## config.mk

```make
export PLATFORM = sky130hd
export DESIGN_NAME = pong_core
export DESIGN_NICKNAME = d
export VERILOG_FILES = /design/src/logic/pong_pkg.sv /design/src/logic/paddle_input.sv /design/src/logic/ball_motion.sv /design/src/logic/report_out.sv /design/src/logic/pong_core.sv
export SDC_FILE = /design/constraint.sdc
export NUM_CORES = 1
export LEC_CHECK = 0
export BUFFER_PORTS_ARGS = -buffer_cell sky130_fd_sc_hd__buf_2
export CORE_MARGIN = 1
export CORE_UTILIZATION = 40
export CTS_CLUSTER_DIAMETER = 150
export CTS_CLUSTER_SIZE = 10
export DETAILED_ROUTE_END_ITERATION = 10
export SLEW_MARGIN = 10
export SYNTH_ARGS = -nofsm -noshare
export SYNTH_HDL_FRONTEND = slang
export SYNTH_HIERARCHICAL = 1
export SYNTH_SLANG_ARGS = --single-unit
```

## constraint.sdc

```tcl
create_clock -name pclk -period 10.1 [get_ports pclk]
set_clock_uncertainty 0.15 [all_clocks]
set_input_delay 1.515 -clock pclk [delete_from_list [all_inputs] [get_ports pclk]]
set_output_delay 1.515 -clock pclk [all_outputs]
set_load 0.01 [all_outputs]
```

## src/logic/pong_pkg.sv

```systemverilog
// pong engine types for commands, reports and ball direction, with fixed game constants
`default_nettype none

package pong_pkg;

  // ----------------------------------------
  // fixed game constants
  // ----------------------------------------
  localparam int coord_w             = 12;
  localparam int interval_w          = 16;
  localparam int ball_size           = 16;
  localparam int paddle_len          = 24;
  localparam int min_interval        = 4;
  localparam int bounces_per_halving = 5;
  localparam int max_halvings        = 9;

  // ----------------------------------------
  // command word
  // ----------------------------------------
  typedef enum logic {
    cmd_move = 1'b0,
    cmd_ctrl = 1'b1
  } cmd_kind_t;

  typedef struct packed {
    logic               player;  // 0 left, 1 right
    logic [coord_w-1:0] row;
  } move_payload_t;

  typedef struct packed {
    logic       serve;
    logic       clear_scores;
    logic       difficulty;  // high selects the hard decrement
    logic [9:0] spare;
  } ctrl_payload_t;

  // same 13 bits, read as a move or as a control word
  typedef union packed {
    move_payload_t move;
    ctrl_payload_t ctrl;
  } cmd_payload_u;

  typedef struct packed {
    cmd_kind_t    kind;
    cmd_payload_u payload;
  } cmd_t;

  // ----------------------------------------
  // ball state and report
  // ----------------------------------------
  // bit 0 flips vertical motion, both bits flip horizontal motion
  typedef enum logic [1:0] {
    up_right   = 2'd0,
    down_right = 2'd1,
    down_left  = 2'd2,
    up_left    = 2'd3
  } dir_t;

  typedef enum logic [1:0] {
    step        = 2'd0,
    wall_bounce = 2'd1,
    paddle_hit  = 2'd2,
    miss        = 2'd3
  } ball_event_t;

  typedef struct packed {
    logic [coord_w-1:0] x;
    logic [coord_w-1:0] y;
    logic [1:0]         score_p1;
    logic [1:0]         score_p2;
    ball_event_t        evt;
    logic [7:0]         seq;
  } report_t;

  typedef struct packed {
    logic [coord_w-1:0] left;
    logic [coord_w-1:0] right;
  } paddle_pos_t;

endpackage

`default_nettype wire

```

## src/logic/paddle_input.sv

```systemverilog
// command intake that keeps clamped paddle rows and issues serve, clear and difficulty requests
`timescale 1ns/1ps
`default_nettype none

module paddle_input
  import pong_pkg::*;
#(
  parameter int field_h = 768
) (
  input  logic        pclk,
  input  logic        rst,
  input  cmd_t        cmd,
  input  logic        cmd_valid,
  output logic        cmd_ready,
  input  logic        ball_moving,
  output paddle_pos_t paddles,
  output logic        serve_req,
  output logic        clear_req,
  output logic        hard_mode
);

  localparam logic [coord_w-1:0] row_max = coord_w'(field_h - paddle_len);

  logic               accept;
  logic               is_move;
  logic               is_serve;
  move_payload_t      move_word;
  ctrl_payload_t      ctrl_word;
  logic [coord_w-1:0] row_clamped;

  // both views of the payload, kind says which one is live
  assign move_word = cmd.payload.move;
  assign ctrl_word = cmd.payload.ctrl;
  assign is_move   = (cmd.kind == cmd_move);
  assign is_serve  = !is_move && ctrl_word.serve;

  // serve waits for the ball to come to rest, a pending request counts as moving
  assign cmd_ready = !(is_serve && (ball_moving || serve_req));
  assign accept    = cmd_valid && cmd_ready;

  // keep the whole paddle inside the field
  assign row_clamped = (move_word.row > row_max) ? row_max : move_word.row;

  // ----------------------------------------
  // paddle rows and request pulses
  // ----------------------------------------
  always_ff @(posedge pclk) begin
    if (rst) begin
      paddles   <= '0;
      serve_req <= 1'b0;
      clear_req <= 1'b0;
      hard_mode <= 1'b0;
    end else begin
      serve_req <= accept && is_serve;
      clear_req <= accept && !is_move && ctrl_word.clear_scores;
      if (accept && is_move) begin
        if (move_word.player)
          paddles.right <= row_clamped;
        else
          paddles.left <= row_clamped;
      end
      // difficulty is a level, every control word rewrites it
      if (accept && !is_move)
        hard_mode <= ctrl_word.difficulty;
    end
  end

endmodule

`default_nettype wire

```

## src/logic/ball_motion.sv

```systemverilog
// ball FSM with step timer, wall and paddle bounces, speed-up and score keeping
`timescale 1ns/1ps
`default_nettype none

module ball_motion
  import pong_pkg::*;
#(
  parameter int field_w    = 1024,
  parameter int field_h    = 768,
  parameter int step_start = 2000,
  parameter int dec_easy   = 8,
  parameter int dec_hard   = 64
) (
  input  logic        pclk,
  input  logic        rst,
  input  paddle_pos_t paddles,
  input  logic        serve_req,
  input  logic        clear_req,
  input  logic        hard_mode,
  output logic        ball_moving,
  output report_t     rpt,
  output logic        rpt_valid,
  input  logic        rpt_ready
);

  localparam logic [coord_w-1:0]    x_home    = coord_w'(field_w / 2 - 1);
  localparam logic [coord_w-1:0]    x_right   = coord_w'(field_w - 1 - ball_size);
  localparam logic [coord_w-1:0]    y_bottom  = coord_w'(field_h - 1 - ball_size);
  localparam logic [coord_w-1:0]    col_left  = coord_w'(field_w / 16);
  localparam logic [coord_w-1:0]    col_right = coord_w'(field_w - field_w / 16 - ball_size);
  localparam logic [interval_w-1:0] ivl_start = interval_w'(step_start);
  localparam logic [interval_w-1:0] ivl_min   = interval_w'(min_interval);
  localparam logic [interval_w-1:0] dec_e     = interval_w'(dec_easy);
  localparam logic [interval_w-1:0] dec_h     = interval_w'(dec_hard);

  typedef enum logic {
    st_idle,
    st_moving
  } state_t;

  state_t                state;
  logic [coord_w-1:0]    x;
  logic [coord_w-1:0]    y;
  dir_t                  dir;
  logic [interval_w-1:0] timer;
  logic [interval_w-1:0] interval;
  logic [interval_w-1:0] decr;
  logic [2:0]            bounce_cnt;
  logic [3:0]            halve_cnt;
  logic [1:0]            score_p1;
  logic [1:0]            score_p2;

  logic                  fire;
  logic                  going_left;
  logic                  hit_left;
  logic                  hit_right;
  logic [coord_w-1:0]    nx;
  logic [coord_w-1:0]    ny;
  ball_event_t           evt;
  dir_t                  dir_n;
  logic [interval_w-1:0] interval_n;
  logic [interval_w-1:0] decr_n;
  logic [2:0]            bounce_n;
  logic [3:0]            halve_n;
  logic [1:0]            p1_base;
  logic [1:0]            p2_base;
  logic [1:0]            p1_step;
  logic [1:0]            p2_step;

  assign ball_moving = (state == st_moving);
  assign rpt_valid   = ball_moving && (timer == interval - 1'b1);
  assign fire        = rpt_valid && rpt_ready;
  assign going_left  = (dir == down_left) || (dir == up_left);

  // one diagonal step, the top edge holds at row 0
  always_comb begin
    nx = going_left ? x - 1'b1 : x + 1'b1;
    if (dir == up_right || dir == up_left)
      ny = (y == '0) ? y : y - 1'b1;
    else
      ny = y + 1'b1;
  end

  // ball overlaps a paddle face, paddle row is its top
  assign hit_left  = going_left && (nx == col_left) &&
                     (ny + coord_w'(ball_size) >= paddles.left) &&
                     (ny <= paddles.left + coord_w'(paddle_len));
  assign hit_right = !going_left && (nx == col_right) &&
                     (ny + coord_w'(ball_size) >= paddles.right) &&
                     (ny <= paddles.right + coord_w'(paddle_len));

  // ----------------------------------------
  // step rules, first match wins
  // ----------------------------------------
  always_comb begin
    p1_base    = clear_req ? 2'd0 : score_p1;
    p2_base    = clear_req ? 2'd0 : score_p2;
    p1_step    = p1_base;
    p2_step    = p2_base;
    evt        = step;
    dir_n      = dir;
    interval_n = interval;
    decr_n     = decr;
    bounce_n   = bounce_cnt;
    halve_n    = halve_cnt;
    if (ny <= coord_w'(1) || ny >= y_bottom) begin
      evt   = wall_bounce;
      dir_n = dir_t'(dir ^ 2'b01);
      if (interval <= decr + ivl_min)
        interval_n = ivl_min;
      else
        interval_n = interval - decr;
      // every fifth bounce halves the decrement, limited number of times
      if (bounce_cnt == 3'(bounces_per_halving - 1)) begin
        bounce_n = '0;
        if (halve_cnt < 4'(max_halvings)) begin
          decr_n  = decr >> 1;
          halve_n = halve_cnt + 1'b1;
        end
      end else begin
        bounce_n = bounce_cnt + 1'b1;
      end
    end else if (nx <= coord_w'(1)) begin
      evt     = miss;
      p2_step = (p2_base == 2'd3) ? 2'd3 : p2_base + 2'd1;
    end else if (nx >= x_right) begin
      evt     = miss;
      p1_step = (p1_base == 2'd3) ? 2'd3 : p1_base + 2'd1;
    end else if (hit_left || hit_right) begin
      evt   = paddle_hit;
      dir_n = dir_t'(dir ^ 2'b11);
    end
  end

  // seq is stamped downstream
  assign rpt = '{x: nx, y: ny, score_p1: p1_step, score_p2: p2_step, evt: evt, seq: 8'd0};

  // ----------------------------------------
  // ball state registers
  // ----------------------------------------
  always_ff @(posedge pclk) begin
    if (rst) begin
      state      <= st_idle;
      x          <= x_home;
      y          <= '0;
      dir        <= up_left;
      timer      <= '0;
      interval   <= ivl_start;
      decr       <= dec_e;
      bounce_cnt <= '0;
      halve_cnt  <= '0;
      score_p1   <= '0;
      score_p2   <= '0;
    end else begin
      score_p1 <= fire ? p1_step : p1_base;
      score_p2 <= fire ? p2_step : p2_base;
      case (state)
        st_idle: begin
          if (serve_req) begin
            state      <= st_moving;
            x          <= x_home;
            y          <= paddles.left;
            dir        <= up_left;
            timer      <= '0;
            interval   <= ivl_start;
            decr       <= hard_mode ? dec_h : dec_e;
            bounce_cnt <= '0;
            halve_cnt  <= '0;
          end
        end
        st_moving: begin
          if (fire) begin
            x          <= nx;
            y          <= ny;
            dir        <= dir_n;
            interval   <= interval_n;
            decr       <= decr_n;
            bounce_cnt <= bounce_n;
            halve_cnt  <= halve_n;
            timer      <= '0;
            if (evt == miss)
              state <= st_idle;
          end else if (!rpt_valid) begin
            // timer holds at expiry until the report is taken
            timer <= timer + 1'b1;
          end
        end
        default: state <= st_idle;
      endcase
    end
  end

endmodule

`default_nettype wire

```

## src/logic/report_out.sv

```systemverilog
// one-entry report holder that stamps a step sequence number and drives valid/ready
`timescale 1ns/1ps
`default_nettype none

module report_out
  import pong_pkg::*;
#(
  parameter int field_w = 1024,
  parameter int field_h = 768
) (
  input  logic    pclk,
  input  logic    rst,
  input  report_t rpt,
  input  logic    rpt_valid,
  output logic    rpt_ready,
  output report_t out,
  output logic    out_valid,
  input  logic    out_ready
);

  logic [7:0] seq_cnt;
  logic       load;
  report_t    stamped;

  // free again in the same cycle the held entry leaves
  assign rpt_ready = !out_valid || out_ready;
  assign load      = rpt_valid && rpt_ready;

  // own sequence number on every report
  always_comb begin
    stamped     = rpt;
    stamped.seq = seq_cnt;
  end

  always_ff @(posedge pclk) begin
    if (rst) begin
      out_valid <= 1'b0;
      seq_cnt   <= '0;
    end else if (load) begin
      out_valid <= 1'b1;
      seq_cnt   <= seq_cnt + 1'b1;
    end else if (out_ready) begin
      out_valid <= 1'b0;
    end
  end

  // held entry, only replaced on a load
  always_ff @(posedge pclk) begin
    if (load)
      out <= stamped;
  end

endmodule

`default_nettype wire

```

## src/logic/pong_core.sv

```systemverilog
// pong ball and score engine top level joining command intake, ball motion and report output
`timescale 1ns/1ps
`default_nettype none

module pong_core
  import pong_pkg::*;
#(
  parameter int field_w    = 1024,
  parameter int field_h    = 768,
  parameter int step_start = 2000,
  parameter int dec_easy   = 8,
  parameter int dec_hard   = 64
) (
  input  logic    pclk,
  input  logic    rst,
  input  cmd_t    cmd,
  input  logic    cmd_valid,
  output logic    cmd_ready,
  output report_t out,
  output logic    out_valid,
  input  logic    out_ready
);

  paddle_pos_t paddles;
  logic        serve_req;
  logic        clear_req;
  logic        hard_mode;
  logic        ball_moving;
  report_t     rpt;
  logic        rpt_valid;
  logic        rpt_ready;

  // ----------------------------------------
  // input side
  // ----------------------------------------
  paddle_input #(
    .field_h (field_h)
  ) u_input (
    .pclk        (pclk),
    .rst         (rst),
    .cmd         (cmd),
    .cmd_valid   (cmd_valid),
    .cmd_ready   (cmd_ready),
    .ball_moving (ball_moving),
    .paddles     (paddles),
    .serve_req   (serve_req),
    .clear_req   (clear_req),
    .hard_mode   (hard_mode)
  );

  // ----------------------------------------
  // ball motion
  // ----------------------------------------
  ball_motion #(
    .field_w    (field_w),
    .field_h    (field_h),
    .step_start (step_start),
    .dec_easy   (dec_easy),
    .dec_hard   (dec_hard)
  ) u_motion (
    .pclk        (pclk),
    .rst         (rst),
    .paddles     (paddles),
    .serve_req   (serve_req),
    .clear_req   (clear_req),
    .hard_mode   (hard_mode),
    .ball_moving (ball_moving),
    .rpt         (rpt),
    .rpt_valid   (rpt_valid),
    .rpt_ready   (rpt_ready)
  );

  // ----------------------------------------
  // output side
  // ----------------------------------------
  report_out #(
    .field_w (field_w),
    .field_h (field_h)
  ) u_report (
    .pclk      (pclk),
    .rst       (rst),
    .rpt       (rpt),
    .rpt_valid (rpt_valid),
    .rpt_ready (rpt_ready),
    .out       (out),
    .out_valid (out_valid),
    .out_ready (out_ready)
  );

endmodule

`default_nettype wire

```

==> key figures <==
Critical path
  – Endpoint of the worst register-to-register path: u_motion/dir[1]
  – Setup slack of the worst register-to-register path: ~4.5 ns
  – Crit end category: flop
  – Critical path fanouts, max: 17
  – Worst setup path category: reg -> reg
  – Origin of the critical flop-to-flop path: u_motion/dir[0]
  – Signal arrival time at the worst endpoint: between 5 and 6 ns
  – Worst r2r path cells: 18
  – Critical path data required time: 10.27 ns
  – Type of origin of the critical path: flop

Global routing
  – Met1 capacity usage during global routing: 28.36%
  – Number of global-route vias before repair: 8378
  – GR Overflow Total: 0
  – Met3 capacity usage during global routing: ~3.4%
  – Most heavily used metal layer in global routing: met2
  – First-pass GRT wire length: 44460 microns
  – Largest net degree at the start of global routing: slightly below 80
  – Global-route met2 utilization: between 30% and 40%
  – Number of antenna violations at the first check in global routing: 2
  – Combined global-route utilization of all metal layers: 21.12%

STA
  – Worst max-slew margin expressed relative to the limit: 42.56%
  – Final-report hold violation count: 0
  – Setup violators final: 0
  – Number of max-slew violations in the final report: 0
  – Slew of the pin with the lowest slew margin: roughly 0.86 ns
  – Worst hold slack: 0.3121 ns
  – Tmin final: 5.574 ns
  – Setup TNS: 0 ns
  – RSZ-0062 raised after global routing: no
  – Achievable clock frequency: ~180 MHz
  – Fin crit share: 55.18%

Logic synthesis
  – Avg Inst Size Synth: 8.650 sq um
  – Post-synthesis instance area: 10410 sq um
  – YS warnings: 6
  – Synthesized netlist cell count: 1203
  – Net count after synthesis: 1310

Clock tree
  – Clock Tree Buf Depth: 2
  – CTS H-tree lvls: 4
  – TritonCTS Sinks: 151
  – Clk_lat worst skew: ~0.43 ns
  – Number of buffers inserted by post-CTS setup repair: 0
  – Clock Pin Slew Worst Setup and Hold Paths: 0.07 ns
  – # hold bufs at CTS: 0
  – Clock tree from TritonCTS: done
  – Cell at the root of the clock tree: clkbuf_16
  – Resized Gates After CTS: 0
  – Number of clock buffers inserted by TritonCTS: 17

Floorplanning
  – Initial standard-cell utilization of the core: 41.09%
  – Std cell rows: 58
  – Placeable Area: 25330 sq um
  – I/O pin cnt: between 50 and 60
  – Total die area: roughly 27000 sq um
  – Die extent in y: between 150 and 200 microns
  – Chip width: 163.3 microns

Layout
  – Layout cells sized above 1: 11.44%
  – NumNets Final: 1335
  – Final core utilization: 45.38%
  – Area grow syn2layout: 10.44%
  – Post-route cell area: about 11000 sq um

Routing
  – Remaining design rule violation count: 0
  – ANT nets after route: 0
  – Number of vias in the routed layout: approximately 9000
  – Total iterations of the first detailed-routing run: 7
  – Detailed-route vias per instance: 5.666
  – Total Wirelength: 27280 microns
  – Routed length per placed instance: about 17 microns
  – Initial drt markers: between 800 and 900

Worst hold path
  – Hold Path Sink: u_motion/decr[0]
  – Hold path startpoint: u_motion/decr[1]
  – Worst Hold Path Cells: 2
  – Kind of path behind the tightest hold check: reg -> reg

Placement
  – Weighted congestion at the end of routability-driven global placement: ~0.95
  – Sum of net half-perimeters after detailed placement: 19860 microns
  – I/O Buffers: 57
  – DP Area: 10900 sq um

Power
  – Leakage Power: 4.410 nW
  – Total design power: roughly 0.0015 W
  – Power Dens Cells: 132.3 nW/um^2
  – VDD IR-drop max: about 0.083 mV

Run status
  – Run status: complete, no violations

Flow run
  – Max-cap viol count: 0
[layout make-up]
class	count	area [sq um]
clock buffer	20	446.7
multi-input combinational	904	6400
timing repair buffer	66	355.3
fill	2474	13830
tap	330	412.9
antenna	1	2.502
clock inverter	12	141.4
inverter	88	330.3
sequential	151	3403
[placed cells by master, fill, tap and decap left out, types with 8 or more instances in the layout]
| cell type | count |
|---|---|
| dfxtp_1 | 113 |
| nor2_1 | 103 |
| inv_1 | 88 |
| ha_1 | 87 |
| nand2_1 | 77 |
| a21oi_1 | 66 |
| buf_2 | 56 |
| nand3_1 | 47 |
| xnor2_1 | 43 |
| o21ai_0 | 42 |
| nor3_1 | 40 |
| edfxtp_1 | 38 |
| xor2_1 | 28 |
| nand4_1 | 26 |
| a211oi_1 | 22 |
| nand2b_1 | 19 |
| mux2i_1 | 19 |
| clkbuf_16 | 17 |
| and2_1 | 15 |
| nor2b_1 | 14 |
| a21o_1 | 13 |
| nor4_1 | 13 |
| nand3b_1 | 12 |
| o21bai_1 | 11 |
| buf_4 | 10 |
| or3_1 | 10 |
| and3_1 | 10 |
| o211ai_1 | 9 |
| a211o_1 | 8 |
[worst max path at each step]
stage | slack, ns | end | cells after the start | from
finish | 4.53 | u_motion/dir[1] | 18 | u_motion/dir[0]
global route | 4.13 | u_motion/dir[1] | 19 | u_motion/dir[0]
CTS | 4.63 | u_motion/dir[1] | 19 | u_motion/y[0]
detailed placement | 4.65 | u_motion/dir[1] | 19 | u_motion/y[0]
global placement | 4.85 | u_motion/dir[1] | 18 | u_motion/dir[0]
floorplan | 5.55 | u_motion/dir[1] | 17 | u_motion/dir[0]
[per-layer routing]
metal	part of all wire [%]	wire (microns)
met1	48	13030
met2	46	12610
met3	4.1	1132
met4	1.8	495
met5	0.048	13
[power by group]
part	internal, W	switching (W)
logic	0.0000926	0.000148
registers	0.000624	0.00000721
clock network	0.000375	0.000273
total	0.00109	0.000429
[critical path, cell delays in order (launching register included)]
cell,delay (ns)
dfxtp_1,0.35
inv_1,0.07
ha_1,0.64
nand4bb_1,0.38
o22ai_1,0.25
xor2_1,0.66
nand3_1,0.31
nor3_1,0.31
xnor2_1,0.14
ha_1,0.30
o21a_1,0.11
o22ai_1,0.07
a21oi_1,0.11
o21ai_0,0.09
a2111oi_0,0.66
a32oi_1,0.23
or2_0,0.27
nor4_1,0.27
o21bai_1,0.08
[per-stage QoR]
stage	worst slack [ns]	instances
after floorplan	5.553	1203
after detailed placement	4.649	1539
final	4.526	1572
after CTS	4.635	1571
after global placement	4.848	1539
after global routing	4.133	1572
[sequential cells by signal, indices dropped and copies added, names as in the netlist]
register,flops
u_motion/interval,16
u_motion/bounce_cnt,3
u_report/seq_cnt,8
u_motion/score_p2,2
u_motion/halve_cnt,4
u_motion/ball_moving,1
u_input/paddles,24
u_report/out_valid,1
u_motion/decr,7
u_input/hard_mode,1
u_motion/score_p1,2
u_motion/dir,2
u_input/serve_req,1
u_input/clear_req,1
u_motion/x,12
u_report/out,38
u_motion/y,12
u_motion/timer,16
No activity file was read; power rests on OpenSTA's default activity.
